### config.mk
export PLATFORM = sky130hd
export DESIGN_NAME = pio_pin_merge
export DESIGN_NICKNAME = d
export VERILOG_FILES = /design/src/hdl/pio_pkg.sv /design/src/hdl/pio_pin_merge.sv
export VERILOG_INCLUDE_DIRS = /design/src /design/src/include
export SDC_FILE = /design/constraint.sdc
export NUM_CORES = 1
export LEC_CHECK = 0
export BUFFER_PORTS_ARGS = -buffer_cell sky130_fd_sc_hd__buf_2
export CAP_MARGIN = 20
export CORE_AREA = 2 2 176 178
export DETAILED_ROUTE_END_ITERATION = 16
export DIE_AREA = 0 0 178 180
export GPL_TIMING_DRIVEN = 0
export PLACE_DENSITY = 0.37
export SYNTH_ARGS = -nofsm -noshare
export SYNTH_HDL_FRONTEND = slang
export SYNTH_SLANG_ARGS = --single-unit
### constraint.sdc
create_clock -name vclk -period 0.9
set_clock_uncertainty 0.15 [all_clocks]
set_input_delay 0.045 -clock vclk [all_inputs]
set_output_delay 0.045 -clock vclk [all_outputs]
set_load 0.05 [all_outputs]
### src/include/pio_defines.svh
`ifndef PIO_DEFINES_SVH
`define PIO_DEFINES_SVH

// Block dimensions
`define PIO_NUM_SM      4
`define PIO_FIFO_DEPTH  4
`define PIO_MEM_WORDS   32

// Instruction fields
`define PIO_F_OP        15:13
`define PIO_F_SEL       7:5    // JMP condition, IN/OUT/SET/MOV target
`define PIO_F_DATA      4:0    // Bit count, SET data or JMP address
`define PIO_F_MOV_OP    4:3
`define PIO_F_MOV_SRC   2:0
`define PIO_B_PULL      7      // Set for PULL, clear for PUSH

// MOV operation codes
`define PIO_MOV_INVERT  2'b01

`endif

### src/hdl/pio_pkg.sv
package pio_pkg;

  // Host port actions
  typedef enum logic [3:0] {
    ACT_NONE  = 4'd0,
    ACT_INSTR = 4'd1,
    ACT_PEND  = 4'd2,
    ACT_PULL  = 4'd3,
    ACT_PUSH  = 4'd4,
    ACT_GRPS  = 4'd5,
    ACT_EN    = 4'd6
  } pio_action_e;

  // Supported instruction classes
  typedef enum logic [2:0] {
    OP_JMP      = 3'd0,
    OP_IN       = 3'd2,
    OP_OUT      = 3'd3,
    OP_PUSHPULL = 3'd4,
    OP_MOV      = 3'd5,
    OP_SET      = 3'd7
  } pio_opcode_e;

  typedef struct packed {
    logic [4:0] wrap_target;
    logic [4:0] pend;         // Last instruction before wrap
    logic [4:0] out_base;
    logic [5:0] out_count;
    logic [4:0] set_base;
    logic [2:0] set_count;
    logic [4:0] in_base;
    logic [4:0] jmp_pin;
  } sm_config_t;

  typedef struct packed {
    logic [31:0] values;
    logic [31:0] dirs;
    logic [31:0] mask;        // Pins owned by this machine
  } sm_pins_t;

endpackage

### src/hdl/pio_pin_merge.sv
`timescale 1ns/1ps
`include "pio_defines.svh"

module pio_pin_merge (
  input  pio_pkg::sm_pins_t pins_in [`PIO_NUM_SM],
  output logic [31:0]       gpio_out,
  output logic [31:0]       gpio_dir
);

  logic [31:0] out_acc;
  logic [31:0] dir_acc;

  // Ascending walk, so the highest machine ends up owning a shared pin
  always_comb begin
    out_acc = '0;
    dir_acc = '0;
    for (int m = 0; m < `PIO_NUM_SM; m++) begin
      out_acc = (out_acc & ~pins_in[m].mask) | (pins_in[m].values & pins_in[m].mask);
      dir_acc = (dir_acc & ~pins_in[m].mask) | (pins_in[m].dirs & pins_in[m].mask);
    end
  end

  assign gpio_out = out_acc;
  assign gpio_dir = dir_acc;  // Zero where no group covers the pin

endmodule

* After elaboration in Yosys (flattened, before gate mapping)
Cells that the tools add are included.
** Operators by class
- Bitwise operators :: 23
** Operators with widths (count)
- 32-bit AND :: 14
- 32-bit OR :: 6
- 32-bit inverter :: 3
** Word-level totals
- Bits in registers :: 0
- Input port bits :: 384
- Logic and storage cells :: 23

* Depth between registers and ports, before layout
- Depth in word-level cells :: 7
- Gate-level depth with buffers :: 2
- Mapped depth without buffers :: 2

* Worst setup path before layout
No wires, ideal clock.
- Path type :: in2out
- Start point :: input port pins_in[192] (netlist name)
- End point :: output port gpio_dir[0]
- Arrival time :: 1433 ps
- Data required time :: 705 ps
- Path slack :: -728 ps
- Cell stages on the path :: 2
- Buffers on the path :: 0
- Path through :: nand3b_1 > a221oi_1
** On the way
- Cells in the longest elaborated chain, start to end :: 7
- Elaborated cells on any way between the ends :: 8
** RTL lines
- from (decl) :: RTL line pio_pin_merge.sv:5 : input pio_pkg::sm_pins_t pins_in [`PIO_NUM_SM],
- 32-bit inverter :: RTL line pio_pin_merge.sv:19 : dir_acc = (dir_acc & ~pins_in[m].mask) | (pins_in[m].dirs & pins_in[m].mask);
- 32-bit AND :: RTL line pio_pin_merge.sv:19
- 32-bit OR (*) :: RTL line pio_pin_merge.sv:19
- 32-bit AND (*) :: RTL line pio_pin_merge.sv:19
- 32-bit OR (*) :: RTL line pio_pin_merge.sv:19
- 32-bit AND (*) :: RTL line pio_pin_merge.sv:19
- 32-bit OR (*) :: RTL line pio_pin_merge.sv:19
- to (decl) :: RTL line pio_pin_merge.sv:7 : output logic [31:0] gpio_dir
Every way passes the cells marked *; elsewhere a longest branch is shown, timed or not.

* Worst setup path after layout
- Start point :: input port pins_in[210] (netlist name)
- End point :: output port gpio_dir[18]
The elaborated chain is that of the path after synthesis.

==> flow_summary.ini <==
[yosys]
netlist_top_cells_area = a211oi_1 (32%), nand3b_1 (21%), nor3b_1 (21%)
synth_area_sq_um = 2282
yosysTopAreaCellShare = 0.3158
synth_nets = 704
ys_seq_area_frac = 0
synth_area_per_cell_sq_um = 7.132
yosysTopAreaCell = a211oi_1
synth_compound_area_frac = 0.4386
netlist_instances = 320
synth-xor-area-share = 0
synth_cell_types = 6
synth-simple-area-share = 0.5088
yosys_warnings = 0
synth_top_family_by_area = simple AND/OR/NAND/NOR gates
synthMuxAreaShare = 0
synth-adder-area-share = 0

[sta]
setup_viol_count_final = 64
hold_viol_final = 0
worst_slew_pin_slew_ns = 0.3853
rsz0062_at_grt = true
slew_headroom = 0.7426
finalCritPeriodShare = 1.162
period_needed_ns = 1.046
tns_ns = -4.393
finalWorstSetupSlack_ns = -0.1457
slew_viol_final = 0
fmaxAchievable_ghz = 0.9563
hold_ws_ns = 0.3078

[global_route]
grt_max_degree = 7
grt_util_all_layers = 0.07809
grt_pass1_vias = 5027
antenna_found_initial = 0
grt_pass1_wl_um = 21820
overflow = 0

[placed_design]
placed_area_sq_um = 5981
pre_cts_ws_ns = -0.2723
place.gp.congestion = 0.7333
dpl.cell_count = 1164
dpl.hpwl_um = 12170
portBuffers = 448

[floorplanning]
start_util = 0.07560
die_h_um = 180
coreArea_sq_um = 30190
num_rows = 64
die_width_um = 178
die_area_sq_um = 32040
ios = 448

[drt]
wirelength_um = 14290
wl_per_cell_um = 12.12
drc = 0
ant_nets = 0
vias = 4675
drt_iter0_drc = 65
viasPerCell = 3.965
dr.pass1.iters = 4

[layout]
multi_input_area_sq_um = 3963
final_cells = 1179
n_clock_buffer = 0
drive_above_1_share = 0.8480
nets = 1169
register_area_sq_um = 0
post-route-util = 0.2565
stdcell_area_sq_um = 7744
diodes = 0
fillers = 3245
nFlopsAndLatches = 0
area_delta_synth_final_pct = 239.3

[setup_path]
critPathKind = primary input to output pin
max_stage_delay_ns = 0.30
start_kind = primary input
cp-end-kind = output pin
crit_path_cell_trace = buf_8, nand3b_1, a221oi_4, buf_6
crit_fanout = 4
crit_slowest_cell = a221oi_4
crit_arrival_ns = 0.85
cp_data_required_time_ns = 0.70

[job]
drv_cap = 0

[clock_network]
cts_hold_buffers = 0

[power_and_ir_drop]
p_per_area_nw_per_um2 = 600.1
power.total_mw = 4.647
vdd_drop_max_uv = 309.0
power.leakage_nw = 3.162

[worst_hold_path]
hold_path_class = primary input to output pin

[run_status]
status = finished, violations left
violations = negative setup slack
-- placed cells by master, fill, tap and decap left out --
master,count
a211oi_1,1
a211oi_2,46
a211oi_4,49
a221oi_4,32
buf_2,322
buf_4,28
buf_6,70
buf_8,31
clkbuf_4,12
inv_1,32
nand3b_1,64
nor2b_1,3
nor2b_2,18
nor2b_4,11
nor3b_1,19
nor3b_2,38
nor3b_4,7
-- Yosys cell counts --
library cell,n
a221oi_1,32
nor2b_1,32
nor3b_1,64
a211oi_1,96
nand3b_1,64
inv_1,32
-- final timing paths --
check                          end  slack [ns]  depth (start not counted)    startpoint
worst max-delay path  gpio_dir[18]       -0.15                          4  pins_in[210]
worst min-delay path  gpio_dir[27]        0.31                          3   pins_in[27]
-- where the power goes --
part	internal [mW]	switching (mW)
Clock	0	0
Sequential	0	0
Combinational	2.22	2.43
Total	2.22	2.43
-- layout make-up --
cell class / instances / share of cell area
Multi-Input combinational cell: 288 / 0.5117
Timing Repair Buffer: 463 / 0.4088
Inverter: 32 / 0.01551
Tap cell: 396 / 0.06398
-- worst max-delay path: cells and delay by family --
kind | cells | cell delay [ns]
AO/OA/AOI/OAI | 1 | 0.30
buffers and inverters | 2 | 0.31
AND/OR/NAND/NOR | 1 | 0.19
-- per-layer routing --
layer	GRT usage	share of wire	up-vias
li1	-	-	2234
met1	0.06924	0.28	2172
met2	0.1771	0.60	253
met5	0	0	-
met4	0.009836	0.013	0
met3	0.01248	0.10	16
-- what timing repair did --
action / in CTS / in global routing
setup endpoints to repair: 64 / 64
pin swaps: 26 / 34
resized for setup: 327 / 109
endpoints found under the hold margin: 0 / 0
buffers inserted: 15 / 0
-- kinds of logic (layout without fill, tap and decap cells) --
family                 after synthesis  in the layout
AND/OR/NAND/NOR                    160            160
AO/OA/AOI/OAI                      128            128
buffers and inverters               32            495
(Power assumes the default switching activity.)
