--- src/include/pio_defines.svh ---
`ifndef PIO_DEFINES_SVH
`define PIO_DEFINES_SVH

// Block dimensions
`define PIO_NUM_SM      4
`define PIO_FIFO_DEPTH  4
`define PIO_MEM_WORDS   32

// Instruction fields
`define PIO_F_OP        15:13
`define PIO_F_SEL       7:5    // JMP condition, IN/OUT/SET/MOV target
`define PIO_F_DATA      4:0    // Bit count, SET data or JMP address
`define PIO_F_MOV_OP    4:3
`define PIO_F_MOV_SRC   2:0
`define PIO_B_PULL      7      // Set for PULL, clear for PUSH

// MOV operation codes
`define PIO_MOV_INVERT  2'b01

`endif

--- src/hdl/pio_fifo.sv ---
`timescale 1ns/1ps
`include "pio_defines.svh"

module pio_fifo (
  input  logic        clk,
  input  logic        reset,
  input  logic        push,
  input  logic        pull,
  input  logic [31:0] din,
  output logic [31:0] dout,
  output logic        empty,
  output logic        full
);

  localparam int DEPTH = `PIO_FIFO_DEPTH;
  localparam int AW = $clog2(DEPTH);

  logic [31:0]   mem [DEPTH];
  logic [AW-1:0] wr_ptr;
  logic [AW-1:0] rd_ptr;
  logic [AW:0]   count;
  logic          do_push;
  logic          do_pull;

  function automatic logic [AW-1:0] ptr_inc(input logic [AW-1:0] p);
    return (p == AW'(DEPTH - 1)) ? '0 : p + 1'b1;
  endfunction

  assign do_push = push && !full;
  assign do_pull = pull && !empty;
  assign empty = (count == '0);
  assign full = (count == (AW + 1)'(DEPTH));
  assign dout = mem[rd_ptr];  // Show-ahead head

  always_ff @(posedge clk) begin
    if (do_push) mem[wr_ptr] <= din;
  end

  always_ff @(posedge clk) begin
    if (reset) begin
      wr_ptr <= '0;
      rd_ptr <= '0;
      count <= '0;
    end else begin
      if (do_push) wr_ptr <= ptr_inc(wr_ptr);
      if (do_pull) rd_ptr <= ptr_inc(rd_ptr);
      if (do_push && !do_pull) count <= count + 1'b1;
      else if (do_pull && !do_push) count <= count - 1'b1;
    end
  end

endmodule

--- config.mk ---
export PLATFORM = sky130hd
export DESIGN_NAME = pio_fifo
export DESIGN_NICKNAME = d
export VERILOG_FILES = /design/src/hdl/pio_fifo.sv
export VERILOG_INCLUDE_DIRS = /design/src /design/src/include
export SDC_FILE = /design/constraint.sdc
export NUM_CORES = 1
export LEC_CHECK = 0
export ABC_AREA = 1
export BUFFER_PORTS_ARGS = -buffer_cell sky130_fd_sc_hd__clkbuf_2
export CAP_MARGIN = 15
export CORE_AREA = 2 2 116 162
export CTS_CLUSTER_DIAMETER = 120
export CTS_CLUSTER_SIZE = 40
export DETAILED_ROUTE_END_ITERATION = 10
export DIE_AREA = 0 0 118 164
export PLACE_DENSITY_LB_ADDON = 0.08
export SYNTH_ARGS = -nofsm -noshare
export SYNTH_HDL_FRONTEND = slang
export SYNTH_SLANG_ARGS = --single-unit
--- constraint.sdc ---
create_clock -name clk -period 3 [get_ports clk]
set_clock_uncertainty 0.15 [all_clocks]
set_input_delay 0.15 -clock clk [delete_from_list [all_inputs] [get_ports clk]]
set_output_delay 0.15 -clock clk [all_outputs]
set_load 0.01 [all_outputs]
Word-level counts from Yosys, hierarchy flattened
Memories as Yosys holds them, arrays and structs flattened. A register that Yosys moved wholly into a read port is not among the register bits.
Cells that the tools add are included.
{"block": "totals", "regBits": 7, "latch_bits": 0, "mem_bits_rw": 128, "mem_bits_ro": 0, "inputBits": 36, "out_inout_bits": 34, "wordCells": 29, "mem_count": 1}
{"block": "classes", "addsub": 4, "mul": 0, "div_mod_pow": 0, "order_cmp": 0, "eq_ne": 3, "shift": 0, "mux": 8, "n_bitwise": 0, "reduce_logical": 10}
{"memory": "mem", "depth": 4, "width": 32, "rd": 1, "rd_clocked_by_memory_dff": 1, "wr": 1, "line": "pio_fifo.sv:18", "rtl": "logic [31:0] mem [DEPTH];"}
{"cell": "2-to-1 mux 2 bit", "count": 4}
{"cell": "2-to-1 mux 3 bit", "count": 2}
{"cell": "adder 2 x 1 -> 2 bit, second input constant", "count": 2}
{"cell": "equality test 2 bit, second input constant", "count": 2}
{"cell": "logical AND 1 bit", "count": 4}
{"cell": "zero test 1 bit", "count": 4}
{"cell": "adder 3 x 1 -> 3 bit, second input constant", "count": 1}
{"cell": "equality test 3 bit, second input constant", "count": 1}
{"cell": "zero test 3 bit", "count": 1}
{"cell": "subtractor 3 x 1 -> 3 bit, second input constant", "count": 1}
{"cell": "2-to-1 mux 1 bit", "count": 2}
{"cell": "nonzero test 2 bit", "count": 1}

Depth between registers and ports, before layout
Gate-level depths: netlist of run 1.
{"block": "logic_depth", "ltp_word": 7, "depth_mapped": 13, "mapped_depth_nobuf": 13}

Least setup slack after synthesis of run 1
OpenSTA, ideal clock, no wires.
{"block": "synth_path", "kind": "register to register", "startpoint": "register count[0]", "endpoint": "memory mem[0][0] (enable)", "setup_time_ns": 0.421, "arrival_time_ns": 2.048, "t_required_ns": 2.429, "path_slack_ns": 0.380, "stages_incl_launch_ff": 5, "path_buffers": 0, "period_less_slack_ns": 2.620, "cell_sequence": "dfxtp_1 nor2_1 nand2_1 nand2_1 nor2_1"}
{"block": "synth_between", "elab_chain_len": 5}
{"item": "start: declaration", "line": "pio_fifo.sv:21", "rtl": "logic [AW:0] count;"}
{"item": "start signal: assignment", "line": "pio_fifo.sv:47", "rtl": "if (do_push && !do_pull) count <= count + 1'b1;"}
{"item": "start signal: assignment", "line": "pio_fifo.sv:48", "rtl": "else if (do_pull && !do_push) count <= count - 1'b1;"}
{"item": "equality test 3 bit", "line": "pio_fifo.sv:32", "rtl": "assign full = (count == (AW + 1)'(DEPTH));"}
{"item": "zero test 1 bit", "line": "pio_fifo.sv:29", "rtl": "assign do_push = push && !full;"}
{"item": "logical AND 1 bit", "line": "pio_fifo.sv:29"}
{"item": "2-to-1 mux 1 bit", "line": "pio_fifo.sv:36", "rtl": "if (do_push) mem[wr_ptr] <= din;"}
{"item": "2-to-1 mux 1 bit (implied by the code)", "line": "pio_fifo.sv:36"}
{"item": "end: declaration", "line": "pio_fifo.sv:18"}
Every way passes these cells.

==> results of run 1 <==
[state kept, by name, indices dropped and copies added (netlist names), named ones only]
| signal | count |
|---|---|
| rd_ptr | 2 |
| mem | 128 |
| count | 3 |
| wr_ptr | 2 |
[power by group]
group          internal (W)  leakage (nW)  switching (W)
clock network       0.00129         0.275       0.000729
registers           0.00234          1.25       0.000114
logic              0.000558         0.954        0.00102
total               0.00418          2.48        0.00186
[through the flow]
stage	utilization	power [W]	hold slack [ns]	cell area [um2]	worst slack, ns
after floorplan	-	0.00349	0.0724	5280	0.380
after global placement	0.328	0.00408	0.201	5880	0.764
after detailed placement	0.328	0.00409	0.202	5880	0.733
after CTS	0.379	0.00616	0.301	6800	0.551
after global routing	0.379	0.00640	0.329	6800	0.460
final	0.379	0.00604	0.313	6800	0.636
[layer usage]
layer / global-route usage / wire (um)
met5: 0 / 0
met1: 0.147 / 5120
met4: 0.0542 / 228
met3: 0.0337 / 353
met2: 0.235 / 6300
[cell usage in the layout (no fill, tap or decap)]
cell type / netlist / routed
nand2_1: 14 / 14
buf_4: 3 / 6
dfxtp_1: 9 / 8
buf_12: 0 / 2
nand4_1: 1 / 1
clkbuf_2: 0 / 69
o22ai_1: 32 / 32
nand3_1: 1 / 1
xor2_1: 1 / 1
clkbuf_1: 1 / 3
nor2_1: 81 / 77
dfxtp_2: 0 / 1
bufinv_16: 0 / 3
inv_8: 1 / 1
nand3b_1: 2 / 2
o21ai_0: 37 / 37
fa_1: 1 / 1
o21ai_1: 28 / 28
a21oi_1: 2 / 2
inv_1: 16 / 16
clkinvlp_4: 0 / 1
dlygate4sd3_1: 0 / 35
clkbuf_16: 0 / 17
clkinv_2: 0 / 3
edfxtp_1: 128 / 128
nor2_4: 0 / 4
ha_1: 6 / 6
inv_2: 1 / 1
clkinv_1: 0 / 5
[how the worst max path moves through the flow]
stage / slack, ns / endpoint / startpoint
floorplan: 0.38 / mem[0][0]$_DFFE_PP_ / count[0]$_SDFFE_PP0P_
global placement: 0.76 / count[1]$_SDFFE_PP0P_ / count[1]$_SDFFE_PP0P_
detailed placement: 0.73 / count[1]$_SDFFE_PP0P_ / count[1]$_SDFFE_PP0P_
CTS: 0.55 / dout[15] / register
global route: 0.46 / dout[13] / register
finish: 0.64 / dout[15] / register
[cells by family after synthesis]
kind of cell | count (synthesis) | synth area share
AO/OA/AOI/OAI | 99 | 0.101
XOR/XNOR | 1 | 0.00166
adder cells (fa/ha/maj) | 7 | 0.0180
buffers and inverters | 37 | 0.0441
flip-flops | 137 | 0.762
AND/OR/NAND/NOR | 99 | 0.0725
[layout make-up]
type,count,area (um2)
Sequential cell,137,4030
Clock inverter,12,131
Inverter,18,75.1
Tap cell,240,300
Multi-Input combinational cell,206,1050
Clock buffer,20,437
Fill cell,1780,11100
Timing Repair Buffer,112,781
[worst register-to-register path, cell delays in order, from the launching register on]
cell and delay, ns:
dfxtp_1 0.34, nor2_1 0.14, nand2_1 0.11, nand2_1 0.37, inv_1 0.09, ha_1 0.23, inv_1 0.09, fa_1 0.40
o21ai_0 0.16, nor2_1 0.05
==> flow_summary.json, run 1 <==
{
  "synth_cells": 380,
  "drc": 0,
  "cp.depth": 4,
  "hold_depth": 3,
  "status": "complete, no violations",
  "rsz0062_at_grt": "false",
  "hold_path.class": "in2reg",
  "area_delta_synth_final_pct": 28.8,
  "diodes": 0,
  "cts_resized": 0,
  "dp_hpwl_um": 7150,
  "relSlewSlack": 0.530,
  "hold_viol_final": 0,
  "yosys_warnings": 0,
  "synth_top_area_frac": 0.728,
  "cts_hold_buf": 35,
  "core_um2": 17900,
  "cts_post_setup_buffers_inserted": 0,
  "rr_endpoint": "count[1]$_SDFFE_PP0P_",
  "antenna_found_initial": 0,
  "endpoint_kind": "output port",
  "drive_gt1_frac": 0.214,
  "clkLatencyLatePin_ns": 0.41,
  "ios": 70,
  "critPathKind": "reg2out",
  "viasPerCell": 4.40,
  "rr_worst_depth": 9,
  "clk_pin_slew_ns": 0.05,
  "fmax_mhz": 423,
  "setup_viol": 0,
  "cp_top_family": "flip-flops",
  "fin_cells": 745,
  "gp_congestion": 0.723,
  "period_share": 0.788,
  "hp-start": "reset",
  "dr.pass1.iters": 5,
  "fp.dieArea_um2": 19400,
  "fp.dieH_um": 164,
  "grt_pass1_wl_um": 18900,
  "cp.required_ns": 2.70,
  "synth_seq_cells": 137,
  "post_drt_wl_per_cell_um": 16.1,
  "io_buffers": 69,
  "tightest_slew_ns": 0.705,
  "async_flop_share": 0,
  "grt_usage": 0.130,
  "h-tree-depth": 4,
  "fin_tns_setup_ns": 0,
  "rows": 58,
  "yosys-top-cells-count": "edfxtp_1, nor2_1, o21ai_0",
  "antenna_left": 0,
  "crit_fanout": 34,
  "crit_slowest_cell": "dfxtp_2",
  "syn_area_um2": 5280,
  "cp.arrival_ns": 2.06,
  "drv_slew": 0,
  "grt_max_degree": 65,
  "cts_tree": "yes",
  "slowest_delay_ns": 0.78,
  "grt-ovfl-total": 0,
  "dp_cells": 678,
  "fin_nets": 535,
  "vias": 3276,
  "r2r-start": "count[1]$_SDFFE_PP0P_",
  "synth_nets": 423,
  "first_iter_violations": 110,
  "hold_end": "count[0]$_SDFFE_PP0P_",
  "synth.avg_cell_area_um2": 13.9,
  "start_util": 0.294,
  "grt_pass1_vias": 3429,
  "drv_cap": 0,
  "crit_buf_inv": 2,
  "cts_buffers": 17,
  "peakVddDrop_mv": 0.330,
  "finalWirelength_um": 12000,
  "p_leak_nw": 2.48,
  "die_w_um": 118,
  "synth_edf_count": 128,
  "cts_sinks": 137,
  "worstSetupStartpointType": "register",
  "rrSetupSlack_ns": 0.75,
  "period_minus_slack_ns": 2.36,
  "yosysUniqueCellTypes": 21,
  "yosysSeqAreaShare": 0.762,
  "crit_chain": "buf_12 -> o21ai_0 -> o22ai_1 -> clkbuf_2",
  "netlist_top_cells_area": "edfxtp_1, nor2_1, o22ai_1",
  "clockBufferDepth": 2,
  "ys.flop_type": "edfxtp_1",
  "p_per_area_nw_per_um2": 888,
  "root_buffer": "clkbuf_16",
  "synthMostInstantiatedCell": "edfxtp_1",
  "synth_top_cell_by_area": "edfxtp_1"
}
Power figures use the tool's default switching activity.
==> inputs of run 2 (changes only) <==
clock period = 2.2 ns   (was 3 ns; I/O delays follow)
==> run 2 against run 1 <==
Setup slack worse by 0.58 ns. Combinational power is 41% higher. Power is 35% higher. Largest cell class unchanged. Non-clock buffer count is 5 higher. Die area stayed put. Highest routed layer unchanged.
==> flow_summary.json, run 2 (synthesis results as in run 1) <==
{
  "status": "complete, no violations",
  "critPathKind": "reg2out",
  "grt_max_degree": 65,
  "relSlewSlack": 0.731,
  "cp.required_ns": 1.94,
  "fin_hold_ws_ns": 0.287,
  "final_common_cell": "edfxtp_1",
  "power.total_w": 0.00817,
  "rsz0062_at_grt": "true",
  "p_leak_nw": 2.49,
  "slowest_delay_ns": 0.53,
  "fp.dieH_um": 164,
  "cts_tree": "yes",
  "fin_tns_setup_ns": 0,
  "hold_path.class": "in2reg",
  "grt_pass1_wl_um": 18800,
  "worstSetupStartpointType": "register",
  "clockBufferDepth": 2,
  "cts_sinks": 137,
  "diodes": 0,
  "final_cell_mix": "edfxtp_1, nor2_1, clkbuf_2",
  "core_um2": 17900,
  "drv_cap": 0,
  "fmax_mhz": 466,
  "crit_slowest_cell": "dfxtp_2",
  "utilization": 0.380,
  "h-tree-depth": 4,
  "top_regs": "mem (128), count (3)",
  "cts_resized": 0,
  "first_iter_violations": 122,
  "clkLatencyLatePin_ns": 0.40,
  "clk_pin_slew_ns": 0.05,
  "cts_buffers": 17,
  "p_per_area_nw_per_um2": 1200,
  "drc": 0,
  "dr.pass1.iters": 5,
  "drv_slew": 0,
  "fin_nets": 540,
  "ios": 70,
  "grt-ovfl-total": 0,
  "setup_viol": 0,
  "finalWirelength_um": 11900,
  "tightest_slew_ns": 0.404,
  "gp_congestion": 0.655,
  "peakVddDrop_mv": 0.461,
  "drive_gt1_frac": 0.226,
  "grt_pass1_vias": 3407,
  "vias": 3349,
  "antenna_found_initial": 0,
  "fp.dieArea_um2": 19400,
  "rows": 58,
  "area_delta_synth_final_pct": 29.1,
  "period_share": 0.975,
  "hold_viol_final": 0,
  "die_w_um": 118,
  "cts_post_setup_buffers_inserted": 0,
  "viasPerCell": 4.48,
  "largest_reg_flops": 128,
  "io_buffers": 69,
  "top_register": "mem",
  "post_drt_wl_per_cell_um": 15.9,
  "crit_chain": "buf_4 -> o21ai_0 -> o22ai_1 -> clkbuf_2",
  "antenna_left": 0,
  "cp.arrival_ns": 1.89,
  "root_buffer": "clkbuf_16",
  "endpoint_kind": "output port",
  "crit_fanout": 30,
  "dp_hpwl_um": 6930,
  "period_minus_slack_ns": 2.15,
  "start_util": 0.294,
  "grt_usage": 0.130
}
[run 2: cell types whose count changed in the layout (fill, tap and decap cells not counted), sizes merged]
cell and delta:
buf +5, clkinv -4, clkinvlp +2, bufinv -1
clkbuf +1
[run 2: where the power goes]
part,total [W],internal (W),switching [W]
Sequential,0.00330,0.00319,0.000118
Combinational,0.00222,0.000793,0.00143
Clock,0.00264,0.00164,0.000993
Total,0.00817,0.00562,0.00254
[run 2: worst max-delay path, delay by kind of cell, from the launching register on]
family	cells	cell delay [ns]
compound gates	2	0.38
buf+inv	2	0.57
flops	1	0.53
[run 2: final timing paths]
check | startpoint | to | slack, ns | cells after the start
max | register | dout[25] | 0.05 | 4
min | reset | count[0]$_SDFFE_PP0P_ | 0.29 | 3
max reg2reg | count[1]$_SDFFE_PP0P_ | count[2]$_SDFFE_PP0P_ | 0.26 | 12
min reg2reg | rd_ptr[1]$_SDFFE_PP0P_ | register | 0.38 | 2
[run 2: cell type report]
cell class | instances | area [um2]
Fill cell | 1738 | 11100
Sequential cell | 137 | 4030
Multi-Input combinational cell | 206 | 1050
Timing Repair Buffer | 117 | 818
Clock buffer | 21 | 440
Tap cell | 240 | 300
Clock inverter | 9 | 103
Inverter | 18 | 75.1
[run 2: layer usage]
layer  global-route usage  wire [um]  vias up
met3               0.0389        389        5
met5                    0          0        -
met4               0.0427        113        0
met2                0.230       6210       59
li1                     -          -     1628
met1                0.152       5200     1657
[run 2: repair_timing]
| action | CTS | global route |
|---|---|---|
| hold endpoints to repair | 137 | 0 |
| hold buffers | 35 | 0 |
| setup endpoints to repair | 2 | 14 |
[run 2: per-stage QoR]
stage / cell area [um2] / std cells / setup slack, ns
after global placement: 5920 / 683 / 0.291
final: 6810 / 748 / 0.0549
after detailed placement: 5920 / 683 / 0.272
after global routing: 6810 / 748 / -0.0783
after floorplan: 5280 / 380 / -0.420
after CTS: 6810 / 748 / -0.0217
==> inputs of run 3 (changes only) <==
ABC_AREA = not set   (was 1)
CORE_AREA = 2 2 114 160   (was 2 2 116 162)
DIE_AREA = 0 0 116 162   (was 0 0 118 164)
==> run 3 against run 2 <==
Fmax increased by 0.82%. Critical endpoint is now count[2]$_SDFFE_PP0P_. Highest routed layer unchanged. Via count decreased by 23%. Combinational power shrank 26%. Cell area increased by 0.22%. First-iteration DRC count shrank 8.2%.
==> flow_summary.json, run 3 <==
{
  "io_buffers": 69,
  "p_leak_nw": 2.39,
  "yosys_warnings": 0,
  "rr_endpoint": "count[2]$_SDFFE_PP0P_",
  "root_buffer": "clkbuf_16",
  "top_regs": "mem (128), count (3)",
  "synth_edf_count": 128,
  "diodes": 0,
  "dp_hpwl_um": 5730,
  "drv_slew": 0,
  "synthMostInstantiatedCell": "edfxtp_1",
  "post_drt_wl_per_cell_um": 16.7,
  "yosysUniqueCellTypes": 27,
  "gp_congestion": 0.669,
  "power.share.clock": 0.379,
  "utilization": 0.396,
  "antenna_found_initial": 0,
  "async_flop_share": 0,
  "tightest_slew_ns": 0.379,
  "relSlewSlack": 0.747,
  "synth_top_cell_by_area": "edfxtp_1",
  "netlist_top_cells_area": "edfxtp_1, mux4_2, dfxtp_1",
  "period_minus_slack_ns": 2.13,
  "drive_gt1_frac": 0.460,
  "top_register": "mem",
  "core_um2": 17300,
  "r2r-start": "count[2]$_SDFFE_PP0P_",
  "synth-simple-area-share": 0.0184,
  "syn_area_um2": 5100,
  "ios": 70,
  "swShare": 0.252,
  "synth_top_family_by_area": "multiplexers",
  "clockBufferDepth": 2,
  "synth_top_area_frac": 0.754,
  "die_w_um": 116,
  "cts_buffers": 17,
  "pwr-share-comb": 0.209,
  "power.total_w": 0.00787,
  "grt_usage": 0.114,
  "drv_cap": 0,
  "yosys-top-cells-count": "edfxtp_1, mux4_2, dfxtp_1",
  "cts_sinks": 137,
  "fin_cells": 595,
  "fmax_mhz": 470,
  "grt_pass1_wl_um": 15500,
  "h-tree-depth": 4,
  "fp.dieArea_um2": 18800,
  "fin_nets": 390,
  "p_seq_frac": 0.412,
  "ys.flop_type": "edfxtp_1",
  "endpoint_kind": "register",
  "setup_viol": 0,
  "synth_xor_area_frac": 0.00344,
  "synth_seq_cells": 137,
  "rows": 57,
  "hold_depth": 5,
  "worstSetupStartpointType": "register",
  "fp.dieH_um": 162,
  "cp.arrival_ns": 2.31,
  "post-place-ws_ns": -0.0287,
  "start_util": 0.295,
  "hold_viol_final": 0,
  "viasPerCell": 4.31,
  "synth_compound_area_frac": 0.00982,
  "rr_worst_depth": 9,
  "hold_path.class": "in2reg",
  "yosysSeqAreaShare": 0.789,
  "synth_cells": 217,
  "clk_pin_slew_ns": 0.06,
  "synth_mux_area_frac": 0.145,
  "startpoint": "count[2]$_SDFFE_PP0P_",
  "cts_tree": "yes",
  "timing.final.ws_setup_ns": 0.0724,
  "vias": 2566,
  "final_cell_mix": "edfxtp_1, clkbuf_2, dlygate4sd3_1",
  "first_iter_violations": 112,
  "p_int_w": 0.00589,
  "finalWirelength_um": 9940,
  "status": "complete, no violations",
  "crit_fanout": 3,
  "synth-adder-area-share": 0.0187,
  "synth.avg_cell_area_um2": 23.5,
  "area_delta_synth_final_pct": 33.9,
  "dp_cells": 528,
  "synth_nets": 260,
  "peakVddDrop_mv": 0.460,
  "grt_max_degree": 33,
  "grt_pass1_vias": 2759,
  "largest_reg_flops": 128,
  "p_switching_w": 0.00198,
  "hp-start": "pull",
  "antenna_left": 0,
  "critPathKind": "reg2reg",
  "grt-ovfl-total": 0,
  "final_common_cell": "edfxtp_1",
  "drc": 0,
  "dr.pass1.iters": 4,
  "rrSetupSlack_ns": 0.07,
  "rsz0062_at_grt": "false",
  "clkLatencyLatePin_ns": 0.40,
  "cp.required_ns": 2.39,
  "p_per_area_nw_per_um2": 1150,
  "period_share": 0.967
}
[run 3: cell count changes after synthesis, moves of 3 or more]
cell / delta
buf_2: -5
and3_2: +4
o21ai_0: -36
buf_1: +3
nand2_1: -13
o22ai_1: -32
inv_1: -12
buf_6: -8
mux4_2: +32
nor2_1: -78
o21ai_1: -27
[run 3: cell type report]
cell class | instances | area [um2]
sequential | 137 | 4030
timing repair buffer | 120 | 838
tap | 236 | 295
fill | 1631 | 10400
inverter | 5 | 23.8
multi-input combinational | 66 | 1020
clock inverter | 13 | 193
clock buffer | 18 | 429
[run 3: per-layer routing]
metal,track usage,part of all wire,vias to the layer above
met1,0.142,0.42,1343
met2,0.187,0.53,46
met4,0.0487,0.013,0
met3,0.0325,0.038,9
met5,0,0,-
li1,-,-,1168
[run 3: logic make-up after synthesis]
kind of cell,Yosys count
AO/OA/AOI/OAI,7
XOR/XNOR,2
adder cells (fa/ha/maj),7
buffers and inverters,14
flip-flops,137
multiplexers,34
AND/OR/NAND/NOR,16
[run 3: power groups by stage]
stage               Sequential (W)  Clock, W  Combinational (W)
finish                     0.00325   0.00298            0.00164
global route               0.00328   0.00318            0.00181
CTS                        0.00325   0.00308            0.00171
detailed placement         0.00330         0            0.00161
global placement           0.00329         0            0.00161
floorplan                  0.00328         0           0.000997
[run 3: worst max-delay path by stage]
stage | depth (start not counted) | end | slack, ns
final | 9 | count[2]$_SDFFE_PP0P_ | 0.07
after global routing | 9 | count[2]$_SDFFE_PP0P_ | 0.005
after CTS | 9 | count[2]$_SDFFE_PP0P_ | 0.07
after detailed placement | 9 | count[2]$_SDFFE_PP0P_ | -0.03
after global placement | 9 | count[2]$_SDFFE_PP0P_ | 0.01
after floorplan | 10 | count[2]$_SDFFE_PP0P_ | 0.008
[run 3: what timing repair did]
item / CTS / global route
gates resized for setup: 4 / 0
endpoints found under the setup margin: 1 / 0
hold buffers: 34 / 0
buffers inserted: 2 / 0
endpoints found under the hold margin: 137 / 0
[run 3: stage by stage]
stage | hold slack [ns] | setup TNS (ns) | cell area (um2)
6_report | 0.0357 | 0 | 6830
5_1_grt | 0.0734 | 0 | 6830
4_1_cts | 0.0187 | 0 | 6830
3_5_place_dp | 0.181 | -0.0287 | 5840
3_3_place_gp | 0.180 | 0 | 5840
2_1_floorplan | 0.0589 | 0 | 5110
[run 3: critical path, cell delays in order, from the launching register on]
cell and delay (ns):
dfxtp_2 0.32, or3b_4 0.25, clkinv_4 0.05, nor2_4 0.08, ha_2 0.19, inv_1 0.05
fa_2 0.33, xor2_1 0.17, or3_4 0.33, a21oi_2 0.13
